`config.mk`:
```
export PLATFORM = sky130hd
export DESIGN_NAME = video_in_port
export DESIGN_NICKNAME = d
export VERILOG_FILES = /design/src/hw/vdma_write_pkg.sv /design/src/hw/video_in_port.sv
export SDC_FILE = /design/constraint.sdc
export NUM_CORES = 1
export LEC_CHECK = 0
export BUFFER_PORTS_ARGS = -buffer_cell sky130_fd_sc_hd__buf_2
export CORE_UTILIZATION = 36
export CTS_CLUSTER_SIZE = 30
export DETAILED_ROUTE_END_ITERATION = 10
export GPL_TIMING_DRIVEN = 1
export PLACE_DENSITY = 0.81
export SETUP_SLACK_MARGIN = 0.1
export SLEW_MARGIN = 20
export SYNTH_ARGS = -nofsm -noshare
export SYNTH_HDL_FRONTEND = slang
export SYNTH_SLANG_ARGS = --single-unit
```
`constraint.sdc`:
```
create_clock -name clock -period 1.11 [get_ports clock]
set_clock_uncertainty 0.1 [all_clocks]
set_input_delay 0.222 -clock clock [delete_from_list [all_inputs] [get_ports clock]]
set_output_delay 0.222 -clock clock [all_outputs]
set_load 0.02 [all_outputs]
```
`src/hw/vdma_write_pkg.sv`:
```
// shared widths, payload structs and FSM states for the video write DMA, imported by all RTL
`default_nettype none

package vdma_write_pkg;

    // one video pixel, rgb 8:8:8
    typedef logic [23:0]  pixel_t;
    // one AXI data beat, four pixels in 32-bit slots
    typedef logic [127:0] word_t;
    // byte address
    typedef logic [31:0]  addr_t;
    // burst length in words, 256 must fit
    typedef logic [8:0]   blen_t;
    // FIFO fill level in words
    typedef logic [7:0]   level_t;
    // video size in pixels
    typedef logic [15:0]  dim_t;

    // pixels packed into each word
    localparam int PIXELS_PER_WORD = 4;
    // bytes per word, sets address step and awsize
    localparam int WORD_BYTES      = 16;

    // one burst request, len counted in words and never zero
    typedef struct packed {
        addr_t addr;
        blen_t len;
    } burst_req_t;

    // registered video beat, line_end pulses after the last pixel
    typedef struct packed {
        logic   valid;
        logic   line_end;
        pixel_t pixel;
    } video_beat_t;

    // write master walks AW, W and B for a single burst
    typedef enum logic [1:0] {
        IDLE,
        ADDR,
        DATA,
        RESP
    } master_state_t;

endpackage

`default_nettype wire

```
`src/hw/video_in_port.sv`:
```
// input register stage for native video, turns vsync and de edges into frame and line strobes
`timescale 1ns/100ps
`default_nettype none

module video_in_port import vdma_write_pkg::*; (
    input  logic        clock,
    input  logic        rst,
    input  logic        vsync,
    input  logic        de,
    input  pixel_t      idata,
    output video_beat_t beat,
    output logic        frame_start
);

    // vsync one cycle back for edge detect
    logic vsync_q;

    always_ff @(posedge clock) begin
        // pixel just follows the input by a cycle
        beat.pixel <= idata;
        if (rst) begin
            beat.valid    <= 1'b0;
            beat.line_end <= 1'b0;
            vsync_q       <= 1'b0;
            frame_start   <= 1'b0;
        end else begin
            beat.valid    <= de;
            // de just fell while the last pixel is still held in beat
            beat.line_end <= beat.valid & ~de;
            vsync_q       <= vsync;
            // rising vsync opens a new frame
            frame_start   <= vsync & ~vsync_q;
        end
    end

endmodule

`default_nettype wire

```
==> results by group <==
Status
  – Status: finished clean

Setup path
  – Setup crit start: beat[25]
  – Delay-heaviest family, CP: flip-flops
  – Crit path buffers/inverters: 1
  – WS Path Type: flop to output port
  – CP required: roughly 800 ps
  – Crit Path Max Fanout: 2
  – Critical-path top delay cell: dfxtp_2
  – Critical path arrival: 780 ps
  – RR Startpoint: beat[25]
  – Max incr delay on CP: about 360 ps
  – CP Capture Type: output port
  – CP cell instances: buf_6
  – Worst setup SP type: flop

Flow run
  – Max_cap viols: 0

Logic synthesis
  – Top-count cell post-synth: dfxtp_1
  – Synth Instances: 32
  – Post-synthesis register bit count: 28
  – Yosys top cell area share: 0.937
  – Net Count, Synth: 60
  – Synth cell types: 3
  – Most used DFF post-synth: dfxtp_1
  – Post-synthesis sequential area ratio: 0.937
  – Area leader, netlist: dfxtp_1
  – Top cells by count, synth: dfxtp_1 (28), nor2b_1 (2), nor3b_2 (2)
  – Post-synth EDFFs: 0
  – Mapped cell area: 598 um2
  – Ys async rst share: 0
  – Synth Warn #: 0
  – Avg Cell Area, Syn: 18.7 um2
  – Top cells by area, synth: dfxtp_1 (94%), nor3b_2 (4.2%), nor2b_1 (2.1%)

STA
  – Worst-Margin Slew: between 100 and 150 ps
  – Final min period: 1100 ps
  – Unrepaired setup endpoints after global routing: yes
  – Hold Slack: 17.9 ps
  – Normalized max-slew margin: 0.916
  – Final Slew Violations: 0
  – PnR worst setup slack: 5.25 ps
  – Final number of hold-violating endpoints: 0
  – Final Cycle Share: 0.995
  – Final setup viols: 0
  – Max Fclk: between 0.9 and 1 GHz

Final layout
  – Fin area: 1360 um2
  – # diodes: 0
  – P&R area growth vs syn: 128%
  – Share of layout cells above drive strength 1: 0.754
  – Final non-filler cell total: 130
  – NumNets Final: 144

Floorplan
  – Total die area: 1830 um2
  – Core footprint: 1520 um2
  – Num rows: 14
  – Io pins: 55
  – Die width: 42.8 um
  – Die H: 42.8 um
  – Starting Density: 0.392

Clock network
  – Clk buf depth: 2
  – Clock-pin slew on the worst setup and hold paths: approximately 130 ps
  – H-tree levels: 1
  – TritonCTS buffer count: 3
  – CTS Sinks: 28
  – Clk_lat worst skew: between 300 and 400 ps
  – CTS tree: built
  – Clock Tree Root: clkbuf_4

Detailed routing
  – Routed WL: 1.63 mm
  – Via count: approximately 550
  – DRT antenna net count: 0
  – Initial DRT Pass Iterations: 1
  – DR WL/cell: 12.5 um
  – 1st-iter DRT viols: 0
  – # DRC: 0
  – Vias per inst: about 4.2

Global routing
  – Vias in the first global route: 626
  – First-pass GRT wire length: about 2.6 mm
  – Largest net degree at the start of global routing: 15
  – Grt ovf: 0
  – GRT Overall Usage: 0.199
  – Initial antenna violation count: 0

Power
  – Comb pwr share: 0.169
  – Pwr Density: 1300 nW/um2
  – Clock Power Share: 0.216
  – P_sw: a little under 0.4 mW
  – Sw Share: 0.221
  – Part of the power in registers: 0.616
  – Int Pwr: ~1.4 mW
  – Pleak: between 0.6 and 0.7 nW
  – Peak supply drop: 0.000961 V

Min path
  – Hold_sp: rst
  – Hold WC Path Type: input pin to flop

Placement
  – DP Cell Count: 102
  – DP Worst Slack: roughly 330 ps
  – Placement Cell Area: 888 um2
  – Placer Congestion: 0.598
  – Port bufs: 54
worst paths after layout:
kind                 end  cells past startpoint  slack [ps]
max             beat[25]                      1           5
min             beat[24]                      2          20
max reg2reg     beat[24]                      1         430
min reg2reg  frame_start                      1         310
state kept, by name, indices dropped and copies added (netlist names):
| signal | count |
|---|---|
| beat | 26 |
| frame_start | 1 |
| vsync_q | 1 |
power groups by stage:
stage / logic (mW) / registers (mW) / clock network [mW]
floorplan: 0.00582 / 1.16 / 0
global placement: 0.166 / 1.09 / 0
detailed placement: 0.169 / 1.09 / 0
CTS: 0.294 / 1.09 / 0.388
global route: 0.314 / 1.10 / 0.442
finish: 0.299 / 1.09 / 0.383
through the flow:
step / setup TNS (ps) / utilization / total power [mW]
global route: -531 / 0.895 / 1.85
global placement: 0 / 0.583 / 1.26
detailed placement: 0 / 0.583 / 1.26
CTS: 0 / 0.893 / 1.77
finish: 0 / 0.895 / 1.77
floorplan: 0 / - / 1.17
layout by cell type (no fill, tap or decap):
| cell | Yosys | final |
|---|---|---|
| nor3b_2 | 2 | 2 |
| buf_6 | 0 | 27 |
| dlygate4sd3_1 | 0 | 25 |
| dfxtp_2 | 0 | 27 |
| buf_2 | 0 | 27 |
| nor2b_1 | 2 | 2 |
| clkbuf_4 | 0 | 3 |
| dfxtp_1 | 28 | 1 |
repair_timing:
| action | 4_1_cts | 5_1_grt |
|---|---|---|
| resized for setup | 79 | 2 |
| hold endpoints to repair | 25 | 0 |
| buffers inserted | 0 | 0 |
| setup endpoints to repair | 27 | 27 |
| pin swaps | 0 | 0 |
| hold buffers | 25 | 0 |
logic make-up after synthesis:
| group | Yosys count | share of synthesized area |
|---|---|---|
| flops | 28 | 0.937 |
| simple gates | 4 | 0.0628 |
routing by layer:
metal / up-vias / global-route usage / share of wire
met4: 0 / 0.0938 / 0
met1: 259 / 0.164 / 0.30
li1: 262 / - / -
met2: 30 / 0.421 / 0.63
met5: - / 0 / 0
met3: 0 / 0.0383 / 0.069
area by class of cell:
cell class	instances	area, um2
Fill cell	60	160
Tap cell	16	20.0
Timing Repair Buffer	79	689
Multi-Input combinational cell	4	37.5
Sequential cell	28	594
Clock buffer	3	22.5
Power figures use the tool's default switching activity.
