--- src/hw/vdma_write_pkg.sv ---
// shared widths, payload structs and FSM states for the video write DMA, imported by all RTL
`default_nettype none

package vdma_write_pkg;

    // one video pixel, rgb 8:8:8
    typedef logic [23:0]  pixel_t;
    // one AXI data beat, four pixels in 32-bit slots
    typedef logic [127:0] word_t;
    // byte address
    typedef logic [31:0]  addr_t;
    // burst length in words, 256 must fit
    typedef logic [8:0]   blen_t;
    // FIFO fill level in words
    typedef logic [7:0]   level_t;
    // video size in pixels
    typedef logic [15:0]  dim_t;

    // pixels packed into each word
    localparam int PIXELS_PER_WORD = 4;
    // bytes per word, sets address step and awsize
    localparam int WORD_BYTES      = 16;

    // one burst request, len counted in words and never zero
    typedef struct packed {
        addr_t addr;
        blen_t len;
    } burst_req_t;

    // registered video beat, line_end pulses after the last pixel
    typedef struct packed {
        logic   valid;
        logic   line_end;
        pixel_t pixel;
    } video_beat_t;

    // write master walks AW, W and B for a single burst
    typedef enum logic [1:0] {
        IDLE,
        ADDR,
        DATA,
        RESP
    } master_state_t;

endpackage

`default_nettype wire

--- src/hw/pixel_packer.sv ---
// packs 24-bit pixels four to a 128-bit word and flushes a short word at each line end
`timescale 1ns/100ps
`default_nettype none

module pixel_packer import vdma_write_pkg::*; (
    input  logic        clock,
    input  logic        rst,
    input  video_beat_t beat,
    output logic        wr_en,
    output word_t       wr_word
);

    // slot width and slot index width
    localparam int SLOT_W   = $bits(word_t) / PIXELS_PER_WORD;
    localparam int SLOT_IDX = $clog2(PIXELS_PER_WORD);

    // next free slot of the word being built
    logic [SLOT_IDX-1:0] slot;
    // pixels gathered so far in this word
    word_t               acc;
    // acc with the incoming pixel dropped in
    word_t               filled;

    // slot 0 starts a clean word, so unused slots stay zero
    always_comb begin
        filled = (slot == '0) ? '0 : acc;
        // upper 8 bits of the slot zero extended
        filled[slot*SLOT_W +: SLOT_W] = SLOT_W'(beat.pixel);
    end

    // slot counter and write strobe
    always_ff @(posedge clock) begin
        if (rst) begin
            slot  <= '0;
            wr_en <= 1'b0;
        end else begin
            wr_en <= 1'b0;
            if (beat.valid) begin
                if (slot == SLOT_IDX'(PIXELS_PER_WORD - 1)) begin
                    // word full, push it
                    wr_en <= 1'b1;
                    slot  <= '0;
                end else begin
                    slot  <= slot + 1'b1;
                end
            end else if (beat.line_end && slot != '0) begin
                // partial word at end of line
                wr_en <= 1'b1;
                slot  <= '0;
            end
        end
    end

    // word data path
    always_ff @(posedge clock) begin
        if (beat.valid) begin
            acc     <= filled;
            wr_word <= filled;
        end else if (beat.line_end) begin
            wr_word <= acc;
        end
    end

    // every line leaves the packer on a word boundary
    a_slot_clear: assert property (@(posedge clock) disable iff (rst)
        beat.line_end |=> slot == '0);

endmodule

`default_nettype wire

--- config.mk ---
export PLATFORM = sky130hd
export DESIGN_NAME = pixel_packer
export DESIGN_NICKNAME = d
export VERILOG_FILES = /design/src/hw/vdma_write_pkg.sv /design/src/hw/pixel_packer.sv
export SDC_FILE = /design/constraint.sdc
export NUM_CORES = 1
export LEC_CHECK = 0
export ABC_AREA = 1
export BUFFER_PORTS_ARGS = -buffer_cell sky130_fd_sc_hd__clkbuf_2
export CAP_MARGIN = 20
export CORE_ASPECT_RATIO = 1.5
export CORE_MARGIN = 2
export CORE_UTILIZATION = 55
export DETAILED_ROUTE_END_ITERATION = 8
export PLACE_DENSITY = 0.79
export SYNTH_ARGS = -nofsm -noshare
export SYNTH_HDL_FRONTEND = slang
export SYNTH_SLANG_ARGS = --single-unit
--- constraint.sdc ---
create_clock -name clock -period 7 [get_ports clock]
set_clock_uncertainty 0.15 [all_clocks]
set_input_delay 0.35 -clock clock [delete_from_list [all_inputs] [get_ports clock]]
set_output_delay 0.35 -clock clock [all_outputs]
set_load 0.1 [all_outputs]
==> flow_metrics.tcl <==
set metrics [dict create \
    run_status "finished clean" \
    post_synthesis_net_count 1225 \
    worst_vdd_rail_ir_drop_uv 219 \
    cts-htree-levels 1 \
    setup.worst_path.class "reg -> reg" \
    layout_fillers 1668 \
    tightestPinTransition_ns 1.10 \
    design_power_total_mw 4.32 \
    detailedRoute.firstIterationViolations 750 \
    postSynthRegisterBits 259 \
    clock_latency_on_the_worst_skew_pair_ns 0.52 \
    post_detailed_route_wirelength_per_cell_um 16.0 \
    ctsLongestPathBuffers 3 \
    arrival_time_of_data_at_the_critical_path_endpoint_ns 3.97 \
    power.leakage_nw 6.36 \
    syn_avg_cell_area_um2 9.70 \
    worst-r2r-cell-count 8 \
    whs_endpoint "acc[2]" \
    syn-cell-area_mm2 0.0116 \
    max_cap_violations 0 \
    clk_pin_slew_worst_paths_ns 0.06 \
    regToRegEndpoint "wr_word[52]" \
    area_added_between_synthesis_and_finish_pct 15.2 \
    powerDensity_mw_per_mm2 325 \
    gp_congestion 0.892 \
    clock_sinks 259 \
    timing.critical_path.mode_cell "sky130_fd_sc_hd__nand2_1" \
    setup_total_negative_slack_ns 0 \
    fin_crit_sh 0.535 \
    floorplan.core_area_mm2 0.0208 \
    design.final.nets 1355 \
    required_time_reported_for_the_critical_path_endpoint_ns 7.22 \
    critPathLaunchType "flip-flop" \
    synthesis.instances 1191 \
    final-max-slew-violation-count 0 \
    mostFrequentLayoutCell "sky130_fd_sc_hd__nand2_1" \
    timing.critical_path.buf_inv 2 \
    global_route_wire_length_before_repair_mm 40.7 \
    critical_path.max_stage_delay_ns 0.95 \
    grt_pass1_vias 7965 \
    tritoncts.num_buffers 25 \
    critical_path_peak_fanout 53 \
    grt_max_degree 89 \
    tritoncts_clock_tree "yes" \
    timing.hold.worst.class "in -> reg" \
    post-route-drc-count 0 \
    floorplan.initialDensity 0.555 \
    critical_path_depth 8 \
    period_needed_ns 3.75 \
    clock-root-buffer "sky130_fd_sc_hd__clkbuf_16" \
    grt_remaining_overflow 0 \
    die_width_um 122 \
    crit_chain "inv_1 > ha_1 > buf_4 > nor2_2 > nand2_1 > nand2_1 > nand2_1 > nand2_1" \
    row_count 65 \
    grt_use_total 0.232 \
    timing.rr.start "slot[0]" \
    antenna_violations_before_repair 3 \
    min_delay_path_depth 5 \
    finalHoldViolCount 0 \
    crit_slowest_cell "sky130_fd_sc_hd__dfxtp_2" \
    commonest_cells_after_routing_fill_and_taps_aside "542 x sky130_fd_sc_hd__nand2_1, 256 x sky130_fd_sc_hd__edfxtp_1, 155 x sky130_fd_sc_hd__clkbuf_2, 109 x sky130_fd_sc_hd__nor2_1, 89 x sky130_fd_sc_hd__inv_1" \
    worst_setup_path_end_kind "flip-flop" \
    dp.final_hpwl_mm 16.5 \
    timing.fmax_mhz 267 \
    worst_path_dominant_cell_family "simple AND/OR/NAND/NOR gates" \
    ios 157 \
    synth-seq-area-share 0.670 \
    library_cells_used_by_synthesis 18 \
    rsz0062_at_grt "no" \
    setup_violations 0 \
    worst_hold_path_startpoint "beat[2]" \
    drt_first_pass_iters 5 \
    timing.slew.headroom 0.266 \
    count_of_input_and_output_buffers 156 \
    routed-via-count 8355 \
    final_layout_size_suffix_gt1_frac 0.157 \
    die_height_um 182 \
    worst-r2r-setup-slack_ns 3.25 \
    die_area_mm2 0.0222 \
    totalWireLength_mm 25.7 \
    postCtsResizedCells 0 \
    ys.warnings.count 0 \
    routed_via_density 5.20 \
    drt.antenna.violating_nets 0 \
]
==> per-stage QoR <==
| stage | cells | util | hold WS, ns | setup WS, ns | cell area, um2 |
|---|---|---|---|---|---|
| final | 1608 | 0.639 | 0.144 | 3.25 | 13300 |
| after global routing | 1608 | 0.639 | 0.177 | 2.99 | 13300 |
| after CTS | 1605 | 0.638 | 0.129 | 3.21 | 13300 |
| after detailed placement | 1560 | 0.599 | 0.375 | 3.22 | 12500 |
| after global placement | 1560 | 0.599 | 0.361 | 3.36 | 12500 |
| after floorplan | 1191 | - | 0.269 | 2.78 | 11600 |
==> cells in the mapped netlist <==
| master | n | area share |
|---|---|---|
| sky130_fd_sc_hd__nand3_1 | 88 | 0.038 |
| sky130_fd_sc_hd__dfxtp_1 | 3 | 0.0052 |
| sky130_fd_sc_hd__clkbuf_1 | 22 | 0.0071 |
| sky130_fd_sc_hd__ha_1 | 6 | 0.0065 |
| sky130_fd_sc_hd__inv_1 | 89 | 0.029 |
| sky130_fd_sc_hd__nor3_1 | 2 | 0.00087 |
| sky130_fd_sc_hd__edfxtp_1 | 256 | 0.67 |
| sky130_fd_sc_hd__nand2_1 | 543 | 0.18 |
| sky130_fd_sc_hd__clkinv_1 | 1 | 0.00032 |
| sky130_fd_sc_hd__a21boi_0 | 21 | 0.014 |
| sky130_fd_sc_hd__a21boi_1 | 3 | 0.0019 |
| sky130_fd_sc_hd__nor2_2 | 5 | 0.0027 |
| sky130_fd_sc_hd__inv_2 | 1 | 0.00032 |
| sky130_fd_sc_hd__nor2_1 | 110 | 0.036 |
| sky130_fd_sc_hd__buf_4 | 2 | 0.0013 |
| sky130_fd_sc_hd__buf_1 | 10 | 0.0032 |
| sky130_fd_sc_hd__a21oi_1 | 1 | 0.00043 |
| sky130_fd_sc_hd__buf_2 | 28 | 0.012 |
==> state kept, by name, indices dropped and copies added (netlist names) <==
name	flops
wr_word	128
slot	2
acc	128
wr_en	1
==> kinds of logic (layout without fill, tap and decap cells) <==
| group | after synthesis | after routing | synth area share |
|---|---|---|---|
| adder cells (fa/ha/maj) | 6 | 6 | 0.00650 |
| AND/OR/NAND/NOR | 748 | 748 | 0.254 |
| AO/OA/AOI/OAI | 25 | 25 | 0.0160 |
| buffers and inverters | 153 | 300 | 0.0534 |
| other | 0 | 2 | 0 |
| flip-flops | 259 | 259 | 0.670 |
==> layer usage <==
metal,global-route usage,up-vias,share of wire
met5,0,-,0.00051
met4,0.0947,2,0.039
met3,0.0405,58,0.073
met2,0.380,338,0.49
met1,0.305,3857,0.39
li1,-,4100,-
==> worst max path at each step <==
| stage | endpoint | slack [ns] | startpoint |
|---|---|---|---|
| 6_report | wr_word[52] | 3.25 | slot[0] |
| 4_1_cts | wr_word[116] | 3.21 | slot[0] |
| 5_1_grt | wr_word[18] | 2.99 | slot[0] |
| 3_3_place_gp | wr_word[1] | 3.36 | slot[0] |
| 2_1_floorplan | slot[0] | 2.78 | beat[25] |
| 3_5_place_dp | wr_word[116] | 3.22 | slot[0] |
==> layout make-up <==
| type | count | area [um2] | share of cell area |
|---|---|---|---|
| inverter | 91 | 344 | 0.0259 |
| tap | 268 | 335 | 0.0252 |
| multi-input combinational | 779 | 3210 | 0.241 |
| sequential | 259 | 7750 | 0.582 |
| timing repair buffer | 165 | 867 | 0.0651 |
| clock inverter | 12 | 138 | 0.0103 |
| antenna | 2 | 5.00 | 0.000376 |
| clock buffer | 32 | 662 | 0.0497 |
==> timing repair <==
item,CTS,global route
hold buffers,1,0
hold endpoints to repair,3,0
setup buffers,0,0
==> tightest hold or removal path: cells and delay by family <==
family	cells	cell delay (ns)
buf+inv	2	0.13
simple gates	3	0.15
==> where the power goes <==
| group | internal, mW | switching, mW | total, mW | leakage [nW] |
|---|---|---|---|---|
| Clock | 0.777 | 0.553 | 1.33 | 0.390 |
| Combinational | 0.143 | 0.894 | 1.04 | 3.24 |
| Sequential | 1.89 | 0.0676 | 1.96 | 2.73 |
| Total | 2.81 | 1.51 | 4.32 | 6.36 |
(Power assumes the default switching activity.)
