File: config.mk
export PLATFORM = sky130hd
export DESIGN_NAME = axi_write_master
export DESIGN_NICKNAME = d
export VERILOG_FILES = /design/src/hw/vdma_write_pkg.sv /design/src/hw/axi_write_master.sv
export SDC_FILE = /design/constraint.sdc
export NUM_CORES = 1
export LEC_CHECK = 0
export BUFFER_PORTS_ARGS = -buffer_cell sky130_fd_sc_hd__buf_2
export CAP_MARGIN = 30
export CORE_MARGIN = 3
export CORE_UTILIZATION = 40
export CTS_BUF_LIST = sky130_fd_sc_hd__clkbuf_8
export DETAILED_ROUTE_END_ITERATION = 8
export PLACE_DENSITY = 0.7
export SYNTH_ARGS = -nofsm -noshare
export SYNTH_HDL_FRONTEND = slang
export SYNTH_SLANG_ARGS = --single-unit
File: constraint.sdc
create_clock -name clock -period 3.2 [get_ports clock]
set_input_delay 0.32 -clock clock [delete_from_list [all_inputs] [get_ports clock]]
set_output_delay 0.32 -clock clock [all_outputs]
set_load 0.02 [all_outputs]
File: src/hw/vdma_write_pkg.sv
// shared widths, payload structs and FSM states for the video write DMA, imported by all RTL
`default_nettype none

package vdma_write_pkg;

    // one video pixel, rgb 8:8:8
    typedef logic [23:0]  pixel_t;
    // one AXI data beat, four pixels in 32-bit slots
    typedef logic [127:0] word_t;
    // byte address
    typedef logic [31:0]  addr_t;
    // burst length in words, 256 must fit
    typedef logic [8:0]   blen_t;
    // FIFO fill level in words
    typedef logic [7:0]   level_t;
    // video size in pixels
    typedef logic [15:0]  dim_t;

    // pixels packed into each word
    localparam int PIXELS_PER_WORD = 4;
    // bytes per word, sets address step and awsize
    localparam int WORD_BYTES      = 16;

    // one burst request, len counted in words and never zero
    typedef struct packed {
        addr_t addr;
        blen_t len;
    } burst_req_t;

    // registered video beat, line_end pulses after the last pixel
    typedef struct packed {
        logic   valid;
        logic   line_end;
        pixel_t pixel;
    } video_beat_t;

    // write master walks AW, W and B for a single burst
    typedef enum logic [1:0] {
        IDLE,
        ADDR,
        DATA,
        RESP
    } master_state_t;

endpackage

`default_nettype wire

File: src/hw/axi_write_master.sv
// AXI4 write master, carries one burst through AW, W and B and pops the FIFO per beat
`timescale 1ns/100ps
`default_nettype none

module axi_write_master import vdma_write_pkg::*; (
    input  logic       clock,
    input  logic       rst,
    input  logic       req_valid,
    input  burst_req_t req,
    output logic       req_accept,
    output logic       req_done,
    input  logic       empty,
    output logic       rd_en,
    output addr_t      awaddr,
    output logic [7:0] awlen,
    output logic [2:0] awsize,
    output logic [1:0] awburst,
    output logic       awvalid,
    input  logic       awready,
    output logic       wvalid,
    input  logic       wready,
    output logic       wlast,
    output logic       bready,
    input  logic       bvalid
);

    master_state_t state;
    // beats accepted so far in this burst
    logic [7:0]    beat_cnt;
    // W handshake this cycle
    logic          w_fire;

    // 16-byte beats, INCR bursts
    assign awsize  = 3'($clog2(WORD_BYTES));
    assign awburst = 2'b01;

    assign req_accept = (state == IDLE) && req_valid;
    assign awvalid    = (state == ADDR);
    // data only offered when the FIFO head is real
    assign wvalid     = (state == DATA) && !empty;
    assign wlast      = (state == DATA) && (beat_cnt == awlen);
    assign bready     = (state == RESP);
    assign w_fire     = wvalid && wready;
    // one pop per accepted beat
    assign rd_en      = w_fire;

    always_ff @(posedge clock) begin
        if (rst) begin
            state    <= IDLE;
            beat_cnt <= '0;
            req_done <= 1'b0;
        end else begin
            req_done <= 1'b0;
            case (state)
                IDLE: begin
                    if (req_valid) begin
                        state <= ADDR;
                    end
                end
                ADDR: begin
                    beat_cnt <= '0;
                    if (awready) begin
                        state <= DATA;
                    end
                end
                DATA: begin
                    if (w_fire) begin
                        if (wlast) begin
                            state <= RESP;
                        end else begin
                            beat_cnt <= beat_cnt + 1'b1;
                        end
                    end
                end
                RESP: begin
                    // bresp not checked
                    if (bvalid) begin
                        state    <= IDLE;
                        req_done <= 1'b1;
                    end
                end
                default: state <= IDLE;
            endcase
        end
    end

    // AW payload captured on accept
    always_ff @(posedge clock) begin
        if (req_accept) begin
            awaddr <= req.addr;
            awlen  <= 8'(req.len - 1'b1);
        end
    end

    // AW must not change while the slave stalls it
    a_aw_stable: assert property (@(posedge clock) disable iff (rst)
        awvalid && !awready |=> awvalid && $stable(awaddr) && $stable(awlen));

    // scheduler never asks for an empty burst
    a_req_len: assert property (@(posedge clock) disable iff (rst)
        req_valid |-> req.len != '0);

endmodule

`default_nettype wire

==> impl_metrics.csv, run 1 <==
group,metric,value,unit
timing,min_period_over_period,65.3,%
synth,synth_cells,158,
power,power_density,697,mW/mm^2
grt,grt_pass1_vias,1444,
power,clockPowerShare,18.8,%
worst_setup_path,crit_chain,"inv_1 > ha_1 > inv_2 > nor3_1 > buf_2",
power,max-vdd-ir-drop,318,uV
floorplan,core,0.00514,sq mm
cts,tritoncts,"yes",
outcome,status,"finished clean",
worst_setup_path,end_kind,"output pin",
floorplan,start_util,41.8,%
hold_path,min_path_cells,1,
detailed_routing,ant_nets,0,
synth,seq_area_frac_synth,66.1,%
worst_setup_path,cpPeakStageDelay,0.35,ns
worst_setup_path,path_buf_inv,3,
final_layout,antenna_cells,0,
cts,cts.htree.levels,2,
timing,setup_tns,0,ns
floorplan,num_io_pins,100,
worst_setup_path,path_delay_family,"buffers and inverters",
worst_setup_path,reg2regPathDepth,9,
worst_setup_path,start_kind,"flop",
timing,post-route-min-period,2.09,ns
timing,worst_clock_skew,0.00729,ns
floorplan,die_y,79.3,um
grt,antenna_found_initial,0,
detailed_routing,via_count,1529,
synth,synth_flop_cell,"edfxtp_1",
floorplan,die_width,79.3,um
floorplan,dieArea,0.00629,sq mm
detailed_routing,drt_iter0_markers,93,
timing,finalSetupViolCount,0,
detailed_routing,routed_wl,4400,um
detailed_routing,post-route-drc-count,0,
hold_path,worstHoldEndpoint,"awaddr[3]$_DFFE_PP_",
power,p_total,1.94,mW
final_layout,syn_to_final_growth,29.3,%
placed_design,dp.final_hpwl,3440,um
detailed_routing,vias_per_cell,4.66,
synth,synth_warnings,0,
cts,clockBufferDepth,2,
worst_setup_path,worstPathRequired,2.88,ns
timing,hold_viol,0,
power,p_int,1.25,mW
final_layout,fin_nets,311,
synth,avgSynthCellArea,13.6,sq um
grt,track_usage,14.8,%
worst_setup_path,timing.rr.start,"state[0]$_SDFFE_PP0P_",
worst_setup_path,cp.depth,5,
final_layout,drive_gt1_share,45.0,%
cts,numCtsBuffers,5,
grt,grt_overflow_total,0,
placed_design,gp_congestion,0.827,
cts,insertion_delay,0.30,ns
cts,path_clk_slew,0.09,ns
synth,ys_async_sr_fraction,0,%
hold_path,hold_start,"req[12]",
timing,rsz0062_at_grt,"false",
timing,final_max_slew_viol_count,0,
synth,synth_seq_cells,51,
detailed_routing,routedWlPerCell,13.4,um
worst_setup_path,criticalPathCategory,"reg2out",
flow_run,cap_viol_max_count,0,
cts,cts_sinks,51,
power,p_leak,1.15,nW
cts,hold_buffers,0,
worst_setup_path,crit_path_max_fanout,7,
power,switching_share,35.3,%
worst_setup_path,r2r_slack,1.17,ns
worst_setup_path,arrival,1.77,ns
floorplan,rows,26,
power,p_seq_share,48.3,%
worst_setup_path,cpMaxStageDelayCell,"dfxtp_1",
worst_setup_path,r2r-end,"beat_cnt[7]$_SDFFE_PP0P_",
grt,grt_pass1_wl,7090,um
synth,synth_edf_count,40,
power,power_frac_comb,32.9,%
final_layout,final_util,54.1,%
placed_design,io_buffer_count,93,
synth,netlist_area,0.00215,sq mm
cts,root_buffer,"clkbuf_8",
final_layout,nFillCells,487,
synth,synth_cell_types,40,
detailed_routing,drt_pass1_iterations,4,
cts,postCtsResizedCells,0,
timing,max_freq,479,MHz
hold_path,min_path_type,"in2reg",
cts,postCtsSetupRepairBufs,0,
power,netSwitchingPower,683,uW
grt,grt_max_degree,20,
==> cells in the final DEF, fill, tap and decap left out, types with 2 or more instances in the layout <==
| cell type | netlist | layout |
|---|---|---|
| xor2_1 | 4 | 4 |
| and2_2 | 1 | 2 |
| xnor2_1 | 9 | 9 |
| conb_1 | 2 | 5 |
| clkbuf_8 | 0 | 5 |
| ha_1 | 6 | 6 |
| inv_1 | 8 | 9 |
| a31oi_1 | 6 | 6 |
| nor3_1 | 3 | 3 |
| o21ai_0 | 3 | 3 |
| nand3_1 | 4 | 4 |
| o211ai_1 | 4 | 4 |
| nand4_1 | 2 | 2 |
| clkinv_4 | 1 | 3 |
| buf_4 | 5 | 2 |
| nand4_2 | 2 | 2 |
| dfxtp_1 | 11 | 11 |
| edfxtp_1 | 40 | 40 |
| or2_2 | 3 | 3 |
| buf_2 | 0 | 93 |
| nor2_1 | 4 | 4 |
| nand2_1 | 11 | 11 |
| or4_1 | 5 | 5 |
| nand2b_1 | 5 | 5 |
==> per-stage QoR <==
stage	std cells	cell area [sq um]	worst slack, ns	hold slack, ns
finish	328	2780	1.11	0.190
global route	328	2780	0.927	0.161
CTS	328	2780	1.10	0.180
detailed placement	320	2690	1.22	0.498
global placement	320	2690	1.24	0.496
floorplan	161	2160	1.11	0.419
==> area by class of cell <==
class	count	area (sq um)	area share [%]
multi-input cells	94	658	23.7
well taps	70	87.6	3.15
clock inverters	3	21.3	0.765
clock buffers	5	68.8	2.48
repair buffers	95	480	17.3
flip-flops and latches	51	1420	51.1
inverters	10	42.5	1.53
==> power by group through the flow <==
stage               clock [mW]  combinational (mW)  sequential [mW]
floorplan                    0               0.277             1.10
global placement             0               0.639            0.947
detailed placement           0               0.648            0.954
CTS                      0.378               0.649            0.939
global route             0.416               0.697            0.949
finish                   0.365               0.637            0.935
==> state kept, by name, summed over array words and instances, names as in the netlist <==
register and flops:
req_done 1, state 2, beat_cnt 8, awaddr 32, awlen 8
==> Yosys cell counts (all sizes together) (4+ instances only) <==
master / count / share of area (%)
a31oi: 6 / 1.7
buf: 5 / 1.7
dfxtp: 11 / 10
edfxtp: 40 / 56
ha: 6 / 3.5
inv: 9 / 1.6
nand2: 12 / 2.4
nand2b: 5 / 1.5
nand3: 4 / 0.93
nand4: 4 / 1.7
nor2: 6 / 1.5
o211ai: 4 / 1.4
or4: 5 / 1.7
xnor2: 9 / 3.7
xor2: 4 / 1.6
==> worst max path at each step <==
stage	slack (ns)	endpoint	startpoint
after floorplan	1.11	awaddr[0]$_DFFE_PP_	state[0]$_SDFFE_PP0P_
after global routing	0.93	wlast	state[0]$_SDFFE_PP0P_
after detailed placement	1.22	beat_cnt[7]$_SDFFE_PP0P_	state[0]$_SDFFE_PP0P_
after CTS	1.10	wlast	state[0]$_SDFFE_PP0P_
final	1.11	wlast	state[0]$_SDFFE_PP0P_
after global placement	1.24	beat_cnt[7]$_SDFFE_PP0P_	state[0]$_SDFFE_PP0P_
==> routing by layer <==
metal	track usage [%]	up-vias	wire (um)
met5	0	-	0
met4	4.12	0	47
met3	3.97	7	220
met2	25.9	48	2360
met1	17.9	706	1770
li1	-	768	-
==> cell families (layout without fill, tap and decap cells) <==
family                     count (synthesis)  count (layout)  synth area share (%)
AOI/OAI and AO/OA                         21              21                  7.10
xor gates and xnor gates                  13              13                  5.29
adders and majority gates                  6               6                  3.49
buffers and inverters                     16             113                  3.90
DFF                                       51              51                  66.1
muxes                                      1               1                 0.465
other                                      2               5                 0.349
and+or+nand+nor                           48              48                  13.3
Power figures use the tool's default switching activity.
==> run 2, diff against run 1 <==
PLACE_DENSITY = 0.73   (was 0.7)
clock period = 1.82 ns   (was 3.2 ns; I/O delays follow)
==> impl_metrics.csv, run 2 (same netlist as run 1, synthesis figures left out) <==
group,metric,value,unit
power,power_density,1260,mW/mm^2
timing,final_max_slew_viol_count,0,
final_layout,top_regs,"awaddr (32), awlen (8), beat_cnt (8)",
flow_run,cap_viol_max_count,0,
power,p_leak,1.24,nW
placed_design,gp_congestion,0.787,
final_layout,multiInputGateArea,687,sq um
final_layout,final_cell_mix,"buf_2, edfxtp_1, nand2_1, buf_4",
cts,cts_sinks,51,
placed_design,io_buffer_count,93,
grt,track_usage,13.7,%
worst_setup_path,crit_start,"state[0]$_SDFFE_PP0P_",
grt,grt_overflow_total,0,
final_layout,fin_cells,338,
worst_setup_path,crit_path_max_fanout,6,
worst_setup_path,end_kind,"flop",
cts,numCtsBuffers,5,
timing,max_freq,574,MHz
timing,whs,0.0599,ns
final_layout,top_register,"awaddr",
floorplan,rows,26,
floorplan,core,0.00514,sq mm
worst_setup_path,arrival,1.97,ns
detailed_routing,wl_met3,322,um
floorplan,num_io_pins,100,
cts,root_buffer,"clkbuf_8",
timing,finalSetupViolCount,0,
detailed_routing,via_count,1589,
timing,min_period_over_period,95.8,%
cts,path_clk_slew,0.09,ns
worst_setup_path,worstPathRequired,2.05,ns
worst_setup_path,criticalPathCategory,"reg2reg",
placed_design,dp.final_hpwl,3280,um
cts,clockBufferDepth,2,
final_layout,antenna_cells,0,
final_layout,fin_nets,321,
cts,cts.htree.levels,2,
detailed_routing,drt_iter0_markers,53,
worst_setup_path,timing.rr.start,"state[0]$_SDFFE_PP0P_",
timing,worst_clock_skew,0.00453,ns
final_layout,largest_register_ffs,32,
detailed_routing,routed_wl,4260,um
grt,grt_max_degree,33,
worst_setup_path,start_kind,"flop",
hold_path,min_path_cells,1,
hold_path,min_path_type,"in2reg",
detailed_routing,top_layer_used,"met4",
grt,antenna_found_initial,0,
floorplan,die_y,79.3,um
final_layout,final_common_cell,"buf_2",
detailed_routing,drt_pass1_iterations,4,
final_layout,final_util,57.1,%
grt,grt_pass1_wl,6780,um
detailed_routing,met2_wirelength,2190,um
detailed_routing,wl_met1,1700,um
grt,grt_pass1_vias,1485,
floorplan,die_width,79.3,um
final_layout,nFillCells,458,
worst_setup_path,reg2regPathDepth,9,
final_layout,drive_gt1_share,50.7,%
final_layout,seqCellArea,0.00143,sq mm
timing,setup_tns,0,ns
cts,insertion_delay,0.29,ns
placed_design,dp_cells,325,
detailed_routing,vias_per_cell,4.70,
cts,tritoncts,"yes",
detailed_routing,routedWlPerCell,12.6,um
final_layout,syn_to_final_growth,36.5,%
timing,post-route-min-period,1.74,ns
power,max-vdd-ir-drop,689,uV
hold_path,hold_start,"req[29]",
detailed_routing,post-route-drc-count,0,
floorplan,start_util,41.8,%
outcome,status,"finished clean",
floorplan,dieArea,0.00629,sq mm
worst_setup_path,r2r_slack,0.08,ns
timing,hold_viol,0,
detailed_routing,ant_nets,0,
## run 2: cell types whose count changed in the layout (fill, tap and decap cells not counted), moves of 2 or more
cell / previous run / this run
buf_4: 2 / 11
xnor2_2: 0 / 2
xnor2_1: 9 / 7
dfxtp_2: 0 / 4
clkinv_4: 3 / 1
dfxtp_1: 11 / 7
inv_1: 9 / 7
## run 2: final cells by class
type / count / share of cell area [%]
sequential: 51 / 48.6
timing repair buffer: 105 / 19.4
clock inverter: 2 / 1.32
tap: 70 / 2.98
inverter: 10 / 1.53
multi-input combinational: 94 / 23.4
clock buffer: 6 / 2.81
## run 2: final timing paths
| check | to |
|---|---|
| worst min-delay path | awaddr[20]$_DFFE_PP_ |
| worst min register to register | state[1]$_SDFFE_PP0P_ |
| worst max-delay path | beat_cnt[5]$_SDFFE_PP0P_ |
| worst max register to register | beat_cnt[5]$_SDFFE_PP0P_ |
## run 2: metal layers
metal	global-route usage, %	vias up
met2	22.6	72
met3	3.97	4
li1	-	789
met1	17.6	724
met4	4.12	0
met5	0	-
## run 2: worst max-delay path, cell delays in order, from the launching register on
cell,delay [ns]
dfxtp_2,0.35
inv_2,0.06
ha_2,0.20
inv_4,0.07
nor2_4,0.14
nand2_4,0.07
clkinv_4,0.07
a21oi_4,0.05
or4_1,0.50
a31oi_1,0.17
## run 2: power breakdown
group          switching, mW  internal (mW)  leakage [nW]
sequential            0.0869           1.56         0.471
combinational          0.779          0.467         0.707
clock                  0.358          0.452        0.0618
## run 2: metrics by stage
| stage | total power, mW | area [sq um] | setup WS, ns |
|---|---|---|---|
| after floorplan | 2.43 | 2170 | -0.00377 |
| after global placement | 2.84 | 2750 | 0.104 |
| after detailed placement | 2.87 | 2750 | 0.0625 |
| after CTS | 3.68 | 2870 | 0.0472 |
| after global routing | 3.92 | 2940 | -0.0121 |
| final | 3.70 | 2940 | 0.0771 |
## run 2: what timing repair did
action                                  CTS  global route
endpoints found under the setup margin    0             6
hold buffers                              0             0
setup buffers                             0             5
resized for setup                         0             9
==> run 3, diff against run 2 <==
ABC_AREA = 1   (was default)
CORE_UTILIZATION = 44   (was 40)
PLACE_DENSITY = 0.79   (was 0.73)
==> impl_metrics.csv, run 3 <==
group,metric,value,unit
worst_setup_path,worstPathRequired,1.64,ns
synth,synth_cell_types,27,
timing,post-route-min-period,1.72,ns
final_layout,multiInputGateArea,677,sq um
worst_setup_path,r2r_slack,0.18,ns
synth,synth_most_common_cell,"nand2_1",
synth,synthAdderAreaFrac,3.39,%
worst_setup_path,arrival,1.54,ns
floorplan,dieArea,0.00592,sq mm
grt,grt_pass1_wl,7460,um
power,power_frac_comb,32.4,%
synth,synth_top_cell_by_area,"edfxtp_1",
synth,synth_flop_cell,"edfxtp_1",
worst_setup_path,cpPeakStageDelay,0.46,ns
power,power_density,1230,mW/mm^2
cts,path_clk_slew,0.09,ns
power,p_seq_share,45.8,%
detailed_routing,drt_iter0_markers,64,
detailed_routing,drt_pass1_iterations,4,
timing,min_period_over_period,94.7,%
synth,synth_top_area_share,54.3,%
synth,synth_compound_area_share,2.94,%
power,clockPowerShare,21.8,%
final_layout,fin_nets,353,
floorplan,die_width,76.9,um
cts,clockBufferDepth,2,
worst_setup_path,crit_chain,"xnor2_1 > nand2_1 > nor2_2 > nand3_4 > inv_1 > buf_2",
detailed_routing,routed_wl,4670,um
worst_setup_path,crit_start,"beat_cnt[3]$_SDFFE_PP0P_",
power,max-vdd-ir-drop,889,uV
synth,synth.area.top_cells,"edfxtp_1, dfxtp_1, nand2_1",
cts,root_buffer,"clkbuf_8",
grt,grt_max_degree,42,
synth,seq_area_frac_synth,64.2,%
power,netSwitchingPower,1.23,mW
timing,finalSetupViolCount,0,
grt,grt_pass1_vias,1666,
worst_setup_path,path_delay_family,"flip-flops",
timing,hold_viol,0,
flow_run,cap_viol_max_count,0,
final_layout,drive_gt1_share,39.7,%
worst_setup_path,end_kind,"output pin",
floorplan,start_util,46.2,%
detailed_routing,via_count,1694,
grt,track_usage,16.0,%
detailed_routing,routedWlPerCell,12.7,um
synth,synth_top_cells_by_count,"nand2_1, edfxtp_1, inv_1",
timing,max_freq,580,MHz
final_layout,fin_area,0.00291,sq mm
synth,muxShareOfSynthArea,0,%
outcome,status,"finished clean",
detailed_routing,post-route-drc-count,0,
detailed_routing,vias_per_cell,4.62,
cts,numCtsBuffers,5,
worst_setup_path,criticalPathCategory,"reg2out",
synth,ys_async_sr_fraction,0,%
cts,postCtsSetupRepairBufs,0,
grt,antenna_found_initial,0,
synth,synth_cells,201,
final_layout,final_cell_mix,"buf_2, nand2_1, edfxtp_1",
floorplan,core,0.00479,sq mm
worst_setup_path,reg2regPathDepth,10,
timing,setup_tns,0,ns
final_layout,top_register,"awaddr",
power,p_int,2.35,mW
power,switching_share,34.4,%
detailed_routing,ant_nets,0,
final_layout,top_regs,"awaddr (32), awlen (8), beat_cnt (8)",
placed_design,dp.final_hpwl,3590,um
timing,worst_clock_skew,0.00394,ns
worst_setup_path,timing.rr.start,"state[0]$_SDFFE_PP0P_",
power,p_leak,1.30,nW
cts,cts.htree.levels,2,
placed_design,dpl-instance-area,0.00273,sq mm
synth,netlist_area,0.00221,sq mm
floorplan,die_y,76.9,um
worst_setup_path,cp.depth,6,
final_layout,nFillCells,393,
worst_setup_path,path_buf_inv,2,
hold_path,min_path_type,"in2reg",
synth,synth_xor_area_share,5.14,%
timing,final_max_slew_viol_count,0,
cts,insertion_delay,0.29,ns
final_layout,seqCellArea,0.00143,sq mm
synth,synth_top_family_by_area,"simple AND/OR/NAND/NOR gates",
cts,cts_sinks,51,
worst_setup_path,crit_path_max_fanout,5,
worst_setup_path,cpMaxStageDelayCell,"dfxtp_1",
placed_design,gp_congestion,0.837,
worst_setup_path,r2r-end,"state[0]$_SDFFE_PP0P_",
final_layout,syn_to_final_growth,31.7,%
worst_setup_path,critPathCapture,"wlast",
final_layout,final_common_cell,"buf_2",
synth,synth_edf_count,40,
synth,synth_seq_cells,51,
floorplan,num_io_pins,100,
grt,grt_overflow_total,0,
final_layout,largest_register_ffs,32,
synth,synth_warnings,0,
synth,avgSynthCellArea,11.0,sq um
timing,rsz0062_at_grt,"true",
final_layout,antenna_cells,0,
placed_design,io_buffer_count,93,
floorplan,rows,25,
cts,tritoncts,"yes",
synth,synthSimpleGateAreaFrac,17.0,%
worst_setup_path,start_kind,"flop",
run 3: changes by cell type in the layout (fill, tap and decap cells not counted), moves of 3 or more:
cell and change:
nand3_1 +7, xor2_1 +3, nand2_1 +32, a21oi_1 +8, nand2b_1 -5, buf_4 -11, o211ai_1 -4, inv_1 +17
or4_1 -5, a31oi_1 -5, nor2_1 +8
run 3: power groups by stage:
stage / logic, mW / clock network, mW / registers (mW)
after floorplan: 0.448 / 0 / 1.93
after global placement: 1.06 / 0 / 1.65
after detailed placement: 1.08 / 0 / 1.66
after CTS: 1.09 / 0.798 / 1.64
after global routing: 1.27 / 0.841 / 1.67
final: 1.16 / 0.780 / 1.64
run 3: final cells by class:
cell class              count  area share (%)
clock inverters             3            1.46
multi-input cells         119            23.2
flip-flops and latches     51            48.9
well taps                  67            2.88
repair buffers             95            17.5
inverters                  27            3.61
clock buffers               5            2.36
run 3: worst min path at each step:
stage | startpoint | endpoint | slack [ns] | cells after the start
finish | req[36] | awaddr[27]$_DFFE_PP_ | 0.05 | 1
detailed placement | req[39] | awaddr[30]$_DFFE_PP_ | 0.36 | 1
global placement | req[26] | awaddr[17]$_DFFE_PP_ | 0.36 | 1
floorplan | req[9] | awaddr[0]$_DFFE_PP_ | 0.28 | 0
CTS | req[9] | awaddr[0]$_DFFE_PP_ | 0.04 | 1
global route | req[12] | awaddr[3]$_DFFE_PP_ | 0.04 | 1
run 3: kinds of logic (layout without fill, tap and decap cells):
kind of cell	count (synthesis)	after routing
XOR/XNOR	13	13
flip-flops	51	51
AO/OA/AOI/OAI	12	12
other	2	5
adder cells (fa/ha/maj)	6	6
AND/OR/NAND/NOR	83	83
buffers and inverters	34	130
run 3: what timing repair did:
| item | 4_1_cts | 5_1_grt |
|---|---|---|
| hold buffers | 0 | 0 |
| endpoints found under the setup margin | 2 | 3 |
| gates resized for setup | 2 | 12 |
| cloned | 0 | 1 |
run 3: metal layers:
metal | part of all wire (%) | vias to the layer above | wire length [um] | GRT usage [%]
met5 | 0 | - | 0 | 0
met4 | 1.8 | 0 | 85 | 5.62
met3 | 13 | 9 | 590 | 8.45
met2 | 50 | 86 | 2310 | 27.4
met1 | 36 | 754 | 1680 | 16.6
li1 | - | 845 | - | -
run 3: metrics by stage:
| stage | std cells | util (%) | hold WS (ns) | setup WS (ns) | total power, mW |
|---|---|---|---|---|---|
| 2_1_floorplan | 204 | - | 0.281 | 0.0729 | 2.37 |
| 3_3_place_gp | 358 | 57.1 | 0.358 | 0.235 | 2.71 |
| 3_5_place_dp | 358 | 57.1 | 0.360 | 0.214 | 2.74 |
| 4_1_cts | 366 | 59.6 | 0.0421 | -0.0157 | 3.53 |
| 5_1_grt | 367 | 60.9 | 0.0359 | -0.0106 | 3.79 |
| 6_report | 367 | 60.9 | 0.0533 | 0.0961 | 3.58 |
